$ cat config.mk
export PLATFORM = sky130hd
export DESIGN_NAME = zxuno_io
export DESIGN_NICKNAME = d
export VERILOG_FILES = /design/src/zxuno_pkg.sv /design/src/zxuno_io.sv /design/src/config_regs.sv /design/src/coreid_reader.sv /design/src/zxuno_regaddr.sv
export VERILOG_INCLUDE_DIRS = /design/src /design/src/src
export SDC_FILE = /design/constraint.sdc
export NUM_CORES = 1
export LEC_CHECK = 0
export BUFFER_PORTS_ARGS = -buffer_cell sky130_fd_sc_hd__clkbuf_2
export CAP_MARGIN = 20
export CORE_AREA = 10 10 57 78
export CTS_CLUSTER_DIAMETER = 120
export DETAILED_ROUTE_END_ITERATION = 10
export DIE_AREA = 0 0 67 88
export PLACE_DENSITY = 0.81
export SYNTH_ARGS = -nofsm -noshare
export SYNTH_HDL_FRONTEND = slang
export SYNTH_SLANG_ARGS = --single-unit
$ cat constraint.sdc
create_clock -name sysclk -period 6.72 [get_ports sysclk]
set_clock_uncertainty 0.1 [all_clocks]
set_input_delay 1.344 -clock sysclk [delete_from_list [all_inputs] [get_ports sysclk]]
set_output_delay 1.344 -clock sysclk [all_outputs]
set_load 0.05 [all_outputs]
$ cat src/zxuno_config.svh
`ifndef ZXUNO_CONFIG_SVH
`define ZXUNO_CONFIG_SVH

// ----------------------------------------
// I/O ports of the register interface
// ----------------------------------------
`define ZXUNO_ADDR_PORT 16'hFC3B
`define ZXUNO_DATA_PORT 16'hFD3B

// ----------------------------------------
// Register numbers
// ----------------------------------------
`define REG_COREID     8'hFF
`define REG_SCRATCH    8'hFE
`define REG_DEVOPTIONS 8'h0E

// Core identification string, first character sent first
`define COREID_TEXT "T01"
`define COREID_LEN  3

// Fixed values driven onto the CPU data bus
`define INTACK_DATA   8'hFF
`define IDLE_BUS_DATA 8'hFF

`endif
$ cat src/zxuno_pkg.sv
`default_nettype none

package zxuno_pkg;

  // ----------------------------------------
  // CPU side
  // ----------------------------------------
  // Z80 outputs as seen by the I/O subsystem
  typedef struct packed {
    logic [15:0] a;
    logic [7:0]  dout;
    logic        iorq_n;
    logic        m1_n;
    logic        rd_n;
    logic        wr_n;
  } cpu_bus_t;

  // Register bus shared by every register block
  typedef struct packed {
    logic [7:0] addr;
    logic       regrd;
    logic       regwr;
    logic       regaddr_changed;
  } zxreg_bus_t;

  // One read source for the CPU data mux
  typedef struct packed {
    logic [7:0] dout;
    logic       oe;
  } rd_src_t;

  // ----------------------------------------
  // Device options
  // ----------------------------------------
  typedef struct packed {
    logic disable_mixer;
    logic disable_specdrum;
    logic disable_ulaplus;
    logic disable_timexscr;
    logic disable_spisd;
    logic disable_7ffd;
    logic disable_turboay;
    logic disable_ay;
  } devopts_flags_t;

  // CPU writes the raw byte, hardware looks at the flags
  typedef union packed {
    logic [7:0]     raw;
    devopts_flags_t flags;
  } devopts_t;

endpackage

`default_nettype wire

$ cat src/zxuno_io.sv
`timescale 1ns/100ps
`default_nettype none

`include "zxuno_config.svh"

module zxuno_io (
  input  wire                 sysclk,
  input  wire                 rst_n,
  input  zxuno_pkg::cpu_bus_t cpu,
  output logic [7:0]          cpu_din,
  output zxuno_pkg::devopts_t devopts
);

  zxuno_pkg::zxreg_bus_t zxreg;
  zxuno_pkg::rd_src_t    addr_rd;
  zxuno_pkg::rd_src_t    coreid_rd;
  zxuno_pkg::rd_src_t    scratch_rd;
  zxuno_pkg::rd_src_t    devopts_rd;
  logic                  intack;

  // ----------------------------------------
  // Register blocks
  // ----------------------------------------
  zxuno_regaddr zxuno_regaddr_inst (
    .sysclk  (sysclk),
    .rst_n   (rst_n),
    .cpu     (cpu),
    .zxreg   (zxreg),
    .addr_rd (addr_rd)
  );

  coreid_reader coreid_reader_inst (
    .sysclk    (sysclk),
    .rst_n     (rst_n),
    .cpu_rd_n  (cpu.rd_n),
    .zxreg     (zxreg),
    .coreid_rd (coreid_rd)
  );

  config_regs config_regs_inst (
    .sysclk     (sysclk),
    .rst_n      (rst_n),
    .din        (cpu.dout),
    .zxreg      (zxreg),
    .scratch_rd (scratch_rd),
    .devopts_rd (devopts_rd),
    .devopts    (devopts)
  );

  // ----------------------------------------
  // CPU read data
  // ----------------------------------------
  // Interrupt acknowledge cycle
  assign intack = !cpu.iorq_n && !cpu.m1_n;

  // First match wins, intack above everything
  always_comb begin
    case (1'b1)
      intack        : cpu_din = `INTACK_DATA;
      addr_rd.oe    : cpu_din = addr_rd.dout;
      coreid_rd.oe  : cpu_din = coreid_rd.dout;
      scratch_rd.oe : cpu_din = scratch_rd.dout;
      devopts_rd.oe : cpu_din = devopts_rd.dout;
      default       : cpu_din = `IDLE_BUS_DATA;
    endcase
  end

endmodule

`default_nettype wire

$ cat src/config_regs.sv
`timescale 1ns/100ps
`default_nettype none

`include "zxuno_config.svh"

module config_regs (
  input  wire                   sysclk,
  input  wire                   rst_n,
  input  wire [7:0]             din,
  input  zxuno_pkg::zxreg_bus_t zxreg,
  output zxuno_pkg::rd_src_t    scratch_rd,
  output zxuno_pkg::rd_src_t    devopts_rd,
  output zxuno_pkg::devopts_t   devopts
);

  logic                scratch_sel;
  logic                devopts_sel;
  logic [7:0]          scratch_q;
  zxuno_pkg::devopts_t devopts_q;

  assign scratch_sel = (zxreg.addr == `REG_SCRATCH);
  assign devopts_sel = (zxreg.addr == `REG_DEVOPTIONS);

  // ----------------------------------------
  // Scratch register
  // ----------------------------------------
  always_ff @(posedge sysclk) begin
    if (!rst_n) begin
      scratch_q <= 8'h00;
    end else if (zxreg.regwr && scratch_sel) begin
      scratch_q <= din;
    end
  end

  assign scratch_rd.dout = scratch_q;
  assign scratch_rd.oe   = zxreg.regrd && scratch_sel;

  // ----------------------------------------
  // Device enable options
  // ----------------------------------------
  // Stored as the raw byte the CPU wrote
  always_ff @(posedge sysclk) begin
    if (!rst_n) begin
      devopts_q.raw <= 8'h00;
    end else if (zxreg.regwr && devopts_sel) begin
      devopts_q.raw <= din;
    end
  end

  assign devopts_rd.dout = devopts_q.raw;
  assign devopts_rd.oe   = zxreg.regrd && devopts_sel;

  // Flags leave the block through the same word
  assign devopts = devopts_q;

  // Only one of the two registers answers a read
  assert property (@(posedge sysclk) disable iff (!rst_n)
    !(scratch_rd.oe && devopts_rd.oe))
    else $error("scratch and devopts both drive read data");

endmodule

`default_nettype wire

$ cat src/coreid_reader.sv
`timescale 1ns/100ps
`default_nettype none

`include "zxuno_config.svh"

module coreid_reader (
  input  wire                   sysclk,
  input  wire                   rst_n,
  input  wire                   cpu_rd_n,
  input  zxuno_pkg::zxreg_bus_t zxreg,
  output zxuno_pkg::rd_src_t    coreid_rd
);

  localparam int IDX_W = $clog2(`COREID_LEN + 1);
  localparam logic [8*`COREID_LEN-1:0] ID_TEXT = `COREID_TEXT;

  logic             id_sel;
  logic             rd_n_q;
  logic             id_read_q;
  logic             advance;
  logic [IDX_W-1:0] idx;
  logic [7:0]       char_sel;

  assign id_sel = (zxreg.addr == `REG_COREID);

  // Step after the read strobe is released
  assign advance = cpu_rd_n && !rd_n_q && id_read_q;

  always_ff @(posedge sysclk) begin
    if (!rst_n) begin
      rd_n_q    <= 1'b1;
      id_read_q <= 1'b0;
      idx       <= '0;
    end else begin
      rd_n_q    <= cpu_rd_n;
      id_read_q <= zxreg.regrd && id_sel;
      if (zxreg.regaddr_changed) begin
        idx <= '0;
      end else if (advance && (idx < IDX_W'(`COREID_LEN))) begin
        idx <= idx + 1'b1;
      end
    end
  end

  // Past the end of the string the reader returns zero
  always_comb begin
    char_sel = 8'h00;
    for (int i = 0; i < `COREID_LEN; i++) begin
      if (idx == IDX_W'(i)) begin
        char_sel = ID_TEXT[8*(`COREID_LEN-1-i) +: 8];
      end
    end
  end

  assign coreid_rd.dout = char_sel;
  assign coreid_rd.oe   = zxreg.regrd && id_sel;

  assert property (@(posedge sysclk) disable iff (!rst_n)
    idx <= IDX_W'(`COREID_LEN))
    else $error("core id index out of range");

endmodule

`default_nettype wire

$ cat src/zxuno_regaddr.sv
`timescale 1ns/100ps
`default_nettype none

`include "zxuno_config.svh"

module zxuno_regaddr (
  input  wire                   sysclk,
  input  wire                   rst_n,
  input  zxuno_pkg::cpu_bus_t   cpu,
  output zxuno_pkg::zxreg_bus_t zxreg,
  output zxuno_pkg::rd_src_t    addr_rd
);

  logic       io_cycle;
  logic       addr_port_hit;
  logic       data_port_hit;
  logic       addr_wr;
  logic       addr_wr_q;
  logic [7:0] addr_q;

  // ----------------------------------------
  // Port decode
  // ----------------------------------------
  // Interrupt acknowledge also lowers iorq_n, keep it out
  assign io_cycle      = !cpu.iorq_n && cpu.m1_n;
  assign addr_port_hit = io_cycle && (cpu.a == `ZXUNO_ADDR_PORT);
  assign data_port_hit = io_cycle && (cpu.a == `ZXUNO_DATA_PORT);

  assign addr_wr = addr_port_hit && !cpu.wr_n;

  // Address register, rewritten every clock of the strobe
  always_ff @(posedge sysclk) begin
    if (!rst_n) begin
      addr_q    <= 8'h00;
      addr_wr_q <= 1'b0;
    end else begin
      addr_wr_q <= addr_wr;
      if (addr_wr) begin
        addr_q <= cpu.dout;
      end
    end
  end

  // ----------------------------------------
  // Register bus
  // ----------------------------------------
  assign zxreg.addr            = addr_q;
  assign zxreg.regrd           = data_port_hit && !cpu.rd_n;
  assign zxreg.regwr           = data_port_hit && !cpu.wr_n;
  // High only on the first clock of an address write
  assign zxreg.regaddr_changed = addr_wr && !addr_wr_q;

  // Address read back
  assign addr_rd.dout = addr_q;
  assign addr_rd.oe   = addr_port_hit && !cpu.rd_n;

  // Data port is never read and written in the same cycle
  assert property (@(posedge sysclk) disable iff (!rst_n)
    !(zxreg.regrd && zxreg.regwr))
    else $error("regrd and regwr both active");

endmodule

`default_nettype wire

## Yosys cells after proc, flatten, opt, wreduce, memory -nomap -nowiden

Index checks and enable logic that the tools add are counted.
W data, S select, Z words.

| operators by class | value |
|---|---|
| add/subtract/negate cells | 1 |
| $lt $le $gt $ge | 1 |
| equality and inequality tests | 7 |
| mux-type cells | 8 |
| bitwise gates (word level) | 1 |
| reductions and logical operators | 25 |

Operators by type and width:

| operator | number |
|---|---|
| $mux W8 | 5 |
| $eq A16 B16 Y1 const B | 2 |
| $mux W7 | 3 |
| $logic_and A1 B1 Y1 | 17 |
| $eq A8 B8 Y1 const B | 2 |
| $eq A8 B4 Y1 const B | 1 |
| $logic_not A1 Y1 | 6 |
| $add A2 B1 Y2 const B | 1 |
| $eq A2 B1 Y1 const B | 1 |
| $eq A2 B2 Y1 const B | 1 |
| $logic_not A2 Y1 | 1 |
| $lt A2 B2 Y1 const B | 1 |
| $reduce_or A2 Y1 | 1 |
| $not A1 Y1 | 1 |

| storage, ports and cells | value |
|---|---|
| register bits | 29 |

## Logic depth before layout (Yosys ltp)

Gate-level depths: netlist (run 1).

| logic depth | value |
|---|---|
| depth in word-level cells | 10 |
| depth in mapped cells | 5 |

## Hierarchy

Synthesis (run 1) repeated with hierarchy kept, for this count alone.

| unflattened totals | value |
|---|---|
| cell total of the unflattened synthesis | 218 |
| area total of the unflattened synthesis | 1826.8 um2 |

Modules (own cells, without submodules):

| module | times used | cells each | area each (um2) |
|---|---|---|---|
| config_regs | 1 | 73 | 729.4 |
| zxuno_regaddr | 1 | 60 | 496.7 |
| zxuno_io | 1 | 55 | 324.1 |
| coreid_reader | 1 | 30 | 276.5 |

## Least setup slack after synthesis (run 1)

No wires, ideal clock.

| path | value |
|---|---|
| path type | input-to-output |
| from | in cpu[19] (netlist name) |
| to | out cpu_din[1] |
| arrival time | 3.006 ns |
| required time | 5.276 ns |
| setup slack | 2.270 ns |
| stages on the path | 4 |
| buffers on the path | 0 |
| path through | or3_4 or4_4 nor4_4 o211ai_1 |

| between the ends | value |
|---|---|
| longest elaborated chain between the ends | 9 |
| elaborated cells between the ends (all ways) | 14 |
| classes of those cells | eq/ne (2); mux (5); reduce/logical (7) |

RTL lines:

| element | line | text |
|---|---|---|
| start: declaration | zxuno_io.sv:9 | `input zxuno_pkg::cpu_bus_t cpu,` |
| $eq A16 B16 Y1 (no line) | -- |  |
| $logic_and A1 B1 Y1 | zxuno_regaddr.sv:27 | `` assign data_port_hit = io_cycle && (cpu.a == `ZXUNO_DATA_PORT); `` |
| $logic_and A1 B1 Y1 | zxuno_regaddr.sv:48 | `assign zxreg.regrd = data_port_hit && !cpu.rd_n;` |
| $logic_and A1 B1 Y1 | config_regs.sv:51 | `assign devopts_rd.oe = zxreg.regrd && devopts_sel;` |
| $mux W8 (3 in a row) | zxuno_io.sv:58 | `case (1'b1)` |
| $mux W8 (*) (2 in a row) | zxuno_io.sv:58 |  |
| end: declaration | zxuno_io.sv:10 | `output logic [7:0] cpu_din,` |

Every way passes the cells marked *; elsewhere a longest branch is shown, timed or not.

## Worst setup path after layout (run 1)

Same ends and word-level chain as after synthesis.

==> summary.txt, run 1 <==
CTS
  • CTS tree: built
  • Clock-pin slew on the worst setup and hold paths: 0.05 ns
  • # hold bufs at CTS: 0
  • Post-cts repair resize count: 0
  • Num CTS Buffers: 5
  • Clock buffer depth: 2
  • Sink Count: 29
  • Post-CTS setup repair buffer count: 0
  • H-tree depth: 2
  • Root Driver: clkbuf_8
  • Clock Latency Late Sink: ~0.28 ns

Floorplanning
  • Initial Util: between 50% and 60%
  • IO Pins: 46
  • Die width: 67 microns
  • Core area: 3033 sq um
  • Die Span Y: 88 microns
  • # rows: 24
  • Die outline area: 5896 sq um

Yosys
  • Share of the synthesized area in the top cell type: a little over a third
  • Ys Warns: 0
  • FF+latch count, synth: 29
  • Cell taking the most area after synthesis: dfxtp_1
  • Cell area after synthesis: 1620 sq um
  • Sequential element share of the synthesized area: 35.83%
  • Cell variety after synth: 36
  • Synth Area per Inst: ~9.2 sq um
  • Main area contributors after synthesis: dfxtp_1 36%, mux2i_1 15%, nand2_1 8.8%
  • Syn Nets: ~210
  • Synthesized instance count: between 150 and 200

Final layout
  • Layout area overhead: 18.61%
  • Multi-input gate area: 962.2 sq um
  • Final antenna diode count: 0
  • # fillers: 281
  • Share of cells above drive strength 1: 27.73%
  • Register area: 580.6 sq um
  • Layout net count: roughly 250
  • Finished Cell Area: roughly 1900 sq um
  • Finished Core Util: 63.37%

Routing
  • DR pass1 iterations: 4
  • Antenna-violating nets left: 0
  • DRC viols: 0
  • Vias per cell: 5.695
  • Final WL: 4158 microns
  • 1st-iter DRT viols: 57
  • Drt wl/cell: 16.05 microns
  • Via count: 1475

Setup path
  • CP peak stage delay: 0.58 ns
  • Worst EP required: 5.28 ns
  • Crit-path cells: clkbuf_2 -> or3_4 -> or4_4 -> nor4_4 -> o211ai_1 -> clkbuf_2
  • CP most frequent cell: clkbuf_2
  • R2R Setup Slk: 4.62 ns
  • CP max-delay cell: or4_4
  • CP Class: in -> out
  • Top cell family by delay on the critical path: simple AND/OR/NAND/NOR gates
  • Startpoint types: input port
  • CP Capture Type: primary output
  • Worst-path fanout max: 5
  • Buf+Inv Stages, Crit Path: 2
  • CP arrival: 3.05 ns

Power
  • Clock network power share: between 40% and 50%
  • Peak supply drop: 0.1330 mV
  • Switching part of the total: 21.88%
  • PwrDens: 175.0 nW/um^2
  • Sequential share of power: 51.2%
  • Pleak: 0.9269 nW
  • Switch Pwr: ~0.000074 W
  • Power Total: 0.0003364 W
  • Gate power share: 6.7%
  • P_int: 0.0002628 W

Worst hold path
  • Class of the worst hold path: reg -> reg

GRT
  • First-pass GRT wire length: 7072 microns
  • Largest net degree at the start of global routing: 38
  • All-Layer GR Usage: 15.02%
  • Met1 Use GR: about 16%
  • Grt met3 use: 6.394%
  • Met2 usage: 24.83%
  • GRT busiest layer: met2
  • Vias in the first global route: about 1600
  • GRT Residual Overflow: 0
  • Initial antenna violation count: 0

Placed design
  • Port buffer count: 45
  • Dpl cell area: about 1800 sq um
  • Placer Congestion: 0.8552
  • HPWL after detailed placement: 3208 microns

STA
  • Fin crit share: between 60% and 70%
  • Fin. Hold Viols: 0
  • Hold Slack: 0.3600 ns
  • Slew Viols, Final: 0
  • FMAX: 222.3 MHz
  • Worst-margin pin slew: 0.6842 ns
  • Post-Route Setup TNS: 0 ns
  • Crit path time final: ~4.5 ns
  • Endpoints failing setup: 0
  • RSZ-0062 raised after global routing: no
  • Slew margin rel.: 54.39%

Status
  • Status: finished clean

Run
  • Max cap viols: 0
==> metal layers <==
layer	wire length, microns	vias up
met5	0	-
met4	68	0
met3	386	7
met2	2012	51
met1	1691	682
li1	-	735
==> worst reg2reg max path: stages, from the launching register on <==
cell and delay, ns:
dfxtp_1 0.33, or4_1 0.74, nor4_4 0.23, nand3_2 0.32, mux2i_1 0.29
==> cells in the mapped netlist <==
library cell and instances:
ha_1 4, and4_1 1, or2_2 1, inv_1 5
nor2_1 3, and3_2 1, nor4_1 2, o32a_1 5
dfxtp_1 29, nor2b_1 7, nand2_1 38, nand4b_1 2
or2b_2 1, or4_4 1, buf_2 2, xnor2_1 1
nand3_2 2, o22ai_1 6, nand4_1 7, o21ai_0 1
or3_4 1, nor3_1 4, or4_1 2, nor4bb_1 1
o211a_1 2, nor4_4 2, and4b_1 1, o31a_1 1
o211ai_1 3, nand3_1 5, o22a_1 2, a22oi_1 1
mux2i_1 25, buf_6 3, nor3_4 1, clkbuf_1 4
==> sequential cells by signal (all words and copies together) (netlist names) <==
signal	flops
coreid_reader_inst.id_read_q	1
coreid_reader_inst.rd_n_q	1
config_regs_inst.devopts	8
coreid_reader_inst.idx	2
config_regs_inst.scratch_q	8
zxuno_regaddr_inst.addr_q	8
zxuno_regaddr_inst.addr_wr_q	1
==> metrics by stage <==
stage / worst slack [ns] / std cells
floorplan: 2.270 / 177
CTS: 2.221 / 259
finish: 2.222 / 259
global placement: 2.245 / 252
global route: 2.045 / 259
detailed placement: 2.221 / 252
==> worst paths after layout <==
kind	start	to	cells past startpoint
worst max-delay path	cpu[19]	cpu_din[1]	6
worst min-delay path	config_regs_inst.scratch_q[3]$_SDFFE_PN0P_	config_regs_inst.scratch_q[3]$_SDFFE_PN0P_	2
worst max register to register	zxuno_regaddr_inst.addr_q[4]$_SDFFE_PN0N_	config_regs_inst.devopts[0]$_SDFFE_PN0P_	4
worst min register to register	config_regs_inst.scratch_q[3]$_SDFFE_PN0P_	config_regs_inst.scratch_q[3]$_SDFFE_PN0P_	2
==> cell usage in the layout, fill, tap and decap left out, types with 2 or more instances in the layout <==
cell type / instances
o211a_1: 2
nor2_1: 3
o22a_1: 2
inv_1: 5
o22ai_1: 6
nor3_1: 4
nor4_1: 2
clkbuf_8: 6
nand2_1: 38
or4_1: 2
o32a_1: 5
nor2b_1: 7
ha_1: 4
nor4_4: 2
nand4_1: 7
o211ai_1: 3
nand3_1: 5
nand4b_1: 2
nand3_2: 2
dfxtp_1: 29
clkbuf_2: 45
mux2i_1: 25
==> layout make-up <==
| class | instances | area share, % |
|---|---|---|
| multi-input combinational | 134 | 50.07 |
| sequential | 29 | 30.21 |
| timing repair buffer | 45 | 11.72 |
| clock buffer | 7 | 4.492 |
| tap | 39 | 2.539 |
| inverter | 5 | 0.9766 |
==> kinds of logic after synthesis <==
group | synth area share [%]
simple gates | 29.88
buf+inv | 4.787
fa+ha+maj | 3.089
compound gates | 10.43
flops | 35.83
xor+xnor | 0.5406
mux | 15.44
==> power groups by stage <==
stage	clock network [W]	registers (W)	logic, W
finish	0.000142	0.000172	0.0000225
CTS	0.000146	0.000172	0.0000225
global route	0.000154	0.000172	0.0000249
floorplan	0	0.000176	0.0000114
detailed placement	0	0.000176	0.0000225
global placement	0	0.000176	0.0000222
Note: power is estimated with default switching activity, not from simulation.
==> inputs of run 2 (changes only) <==
--- a/config.mk
+++ b/config.mk
@@ -6,13 +6,14 @@
 export SDC_FILE = /design/constraint.sdc
 export NUM_CORES = 1
 export LEC_CHECK = 0
+export ABC_AREA = 1
 export BUFFER_PORTS_ARGS = -buffer_cell sky130_fd_sc_hd__clkbuf_2
 export CAP_MARGIN = 20
-export CORE_AREA = 10 10 57 78
+export CORE_AREA = 10 10 60 81
 export CTS_CLUSTER_DIAMETER = 120
 export DETAILED_ROUTE_END_ITERATION = 10
-export DIE_AREA = 0 0 67 88
-export PLACE_DENSITY = 0.81
+export DIE_AREA = 0 0 70 91
+export PLACE_DENSITY = 0.77
 export SYNTH_ARGS = -nofsm -noshare
 export SYNTH_HDL_FRONTEND = slang
 export SYNTH_SLANG_ARGS = --single-unit
==> constraint.sdc (replaced) <==
create_clock -name sysclk -period 4.3 [get_ports sysclk]
set_clock_uncertainty 0.1 [all_clocks]
set_input_delay 0.86 -clock sysclk [delete_from_list [all_inputs] [get_ports sysclk]]
set_output_delay 0.86 -clock sysclk [all_outputs]
set_load 0.05 [all_outputs]
==> summary.txt, run 2 <==
Status
  • Status: finished clean

Worst hold path
  • Hold Path Sink: zxuno_regaddr_inst.addr_q[6]$_SDFFE_PN0N_
  • Worst hold stages: 2
  • Worst min-delay path startpoint: zxuno_regaddr_inst.addr_q[6]$_SDFFE_PN0N_
  • Class of the worst hold path: reg -> reg

Yosys
  • Cell variety after synth: 21
  • Ys Warns: 0
  • Most frequent cell after synthesis: nor2_1
  • Main area contributors after synthesis: dfxtp_1 34%, nor2_1 12%, nand2_1 10%
  • FF+latch count, synth: 29
  • Prevailing post-synth register cell: dfxtp_1
  • Cell taking the most area after synthesis: dfxtp_1
  • Async SR Flop Fraction: 0%
  • Synthesized instance count: 269
  • Share of the synthesized area in the top cell type: 34.02%
  • Syn Nets: between 300 and 400
  • Cell area after synthesis: 1707 sq um
  • Number of synthesized flops with an enable pin: 0
  • Sequential element share of the synthesized area: roughly a third
  • Top post-synthesis cells by count: 56 x nor2_1, 46 x nand2_1, 37 x inv_1
  • Synth Area per Inst: approximately 6.3 sq um

Floorplanning
  • # rows: 25
  • Initial Util: 50.52%
  • Core area: 3378 sq um
  • IO Pins: 46
  • Die width: 70 microns
  • Die outline area: between 6000 and 7000 sq um
  • Die Span Y: 91 microns

Power
  • Switching part of the total: 21.51%
  • Pleak: 0.9800 nW
  • PwrDens: 292.5 nW/um^2
  • P_int: approximately 0.00047 W
  • Clock network power share: 48.4%
  • Gate power share: 6.9%
  • Peak supply drop: around 0.33 mV
  • Sequential share of power: 44.7%
  • Switch Pwr: 0.0001296 W

Setup path
  • CP Class: in -> out
  • CP Capture Type: primary output
  • CP arrival: roughly 2.5 ns
  • Startpoint types: input port
  • Crit-path cells: clkbuf_2 -> inv_1 -> nand2_1 -> nor2_2 -> nand2_2 -> nor3_4 -> nand4_1 -> nand3_1 -> nand2_1 -> clkbuf_2
  • CP max-delay cell: nor3_4
  • Worst-path fanout max: 18
  • Reg2Reg Capture Point: config_regs_inst.scratch_q[5]$_SDFFE_PN0P_
  • RR Startpoint: zxuno_regaddr_inst.addr_q[0]$_SDFFE_PN0N_
  • R2R cell count: 7
  • CP peak stage delay: 0.60 ns
  • Worst EP required: 3.34 ns
  • R2R Setup Slk: about 2.0 ns

CTS
  • # hold bufs at CTS: 0
  • Clock Latency Late Sink: about 0.28 ns
  • Num CTS Buffers: 5
  • Clock-pin slew on the worst setup and hold paths: 0.06 ns
  • H-tree depth: 2
  • Post-CTS setup repair buffer count: 0
  • Root Driver: clkbuf_8
  • Clock buffer depth: 2
  • Post-cts repair resize count: 0
  • Sink Count: 29
  • CTS tree: built

STA
  • Fin. Hold Viols: 0
  • Fin crit share: 79.30%
  • Worst-margin pin slew: 0.9271 ns
  • RSZ-0062 raised after global routing: no
  • Endpoints failing setup: 0
  • Slew Viols, Final: 0
  • FMAX: 293.3 MHz
  • Post-Route Setup TNS: 0 ns
  • Crit path time final: approximately 3.4 ns
  • Slew margin rel.: approximately 38%

Placed design
  • Placed cell count: about 350
  • Port buffer count: 45
  • Placer Congestion: 0.8591
  • HPWL after detailed placement: 3730 microns

Final layout
  • Most frequent cells in the layout: 56 x nor2_1, 46 x nand2_1, 45 x clkbuf_2
  • Most common cell after layout, fill and taps aside: nor2_1
  • Fin cells: 354
  • Share of cells above drive strength 1: 20.70%
  • Layout area overhead: 20.75%
  • Layout net count: 347
  • Final antenna diode count: 0

GRT
  • Largest net degree at the start of global routing: 28
  • All-Layer GR Usage: 15.23%
  • Vias in the first global route: around 1900
  • Initial antenna violation count: 0
  • GRT Residual Overflow: 0
  • First-pass GRT wire length: 8183 microns

Routing
  • Via count: 1860
  • DR pass1 iterations: 4
  • Antenna-violating nets left: 0
  • 1st-iter DRT viols: 72
  • Vias per cell: 5.254
  • DRC viols: 0
  • Drt wl/cell: 13.69 microns
  • Final WL: 4847 microns

Run
  • Max cap viols: 0
-- run 2: changes by cell type after synthesis, sizes merged, moves of 7 or more --
| cell | before | now |
|---|---|---|
| a21oi | 0 | 11 |
| inv | 5 | 41 |
| mux2i | 25 | 0 |
| nand2 | 38 | 47 |
| nand3 | 7 | 17 |
| nand4 | 7 | 24 |
| nor2 | 3 | 60 |
| nor2b | 7 | 0 |
| o21ai | 1 | 23 |
-- run 2: cell families after synthesis --
logic type | after synthesis | share of synthesized area [%]
buf+inv | 50 | 11.66
flops | 29 | 34.02
fa+ha+maj | 4 | 2.933
xor+xnor | 1 | 0.5133
simple gates | 151 | 40.91
compound gates | 34 | 9.970
-- run 2: power groups by stage --
stage / clock network, W / registers [W] / logic, W
2_1_floorplan: 0 / 0.000275 / 0.0000194
6_report: 0.000292 / 0.000269 / 0.0000417
5_1_grt: 0.000306 / 0.000269 / 0.0000468
4_1_cts: 0.000296 / 0.000269 / 0.0000414
3_5_place_dp: 0 / 0.000275 / 0.0000412
3_3_place_gp: 0 / 0.000275 / 0.0000407
-- run 2: cell type report --
class	instances	area (sq um)
clock buffer	7	86.33
clock inverter	1	30.03
fill	371	1318
inverter	41	153.9
multi-input combinational	190	927.1
sequential	29	580.6
tap	40	50.05
timing repair buffer	46	232.7
-- run 2: per-stage QoR --
| stage | worst slack [ns] | hold WS (ns) | util, % | instance area [sq um] | power, W |
|---|---|---|---|---|---|
| after floorplan | 1.204 | 0.3451 | - | 1707 | 0.0002946 |
| after global placement | 0.9407 | 0.3656 | 57.56 | 1944 | 0.0003159 |
| after detailed placement | 0.8990 | 0.3760 | 57.56 | 1944 | 0.0003164 |
| after CTS | 0.8904 | 0.3849 | 61.00 | 2061 | 0.0006065 |
| after global routing | 0.7070 | 0.3914 | 61.00 | 2061 | 0.0006218 |
| final | 0.8902 | 0.3881 | 61.00 | 2061 | 0.0006027 |
-- run 2: worst max path at each step --
stage          cells after the start  startpoint         end  slack [ns]
6_report                          10     cpu[19]  cpu_din[4]        0.89
5_1_grt                           10      cpu[3]  cpu_din[6]        0.71
4_1_cts                           10     cpu[19]  cpu_din[4]        0.89
3_5_place_dp                      10     cpu[19]  cpu_din[4]        0.90
3_3_place_gp                       9     cpu[25]  cpu_din[3]        0.94
2_1_floorplan                      9     cpu[19]  cpu_din[1]        1.20
-- run 2: critical path: cells and delay by family --
family | cells | cell delay (ns)
buffers and inverters | 3 | 0.37
and+or+nand+nor | 7 | 1.21
-- run 2: layer usage --
layer	GRT usage, %	up-vias	routed length (microns)
met5	0	-	0
met1	15.75	827	1939
li1	-	949	-
met4	6.106	0	124
met3	5.556	13	399
met2	26.97	71	2384
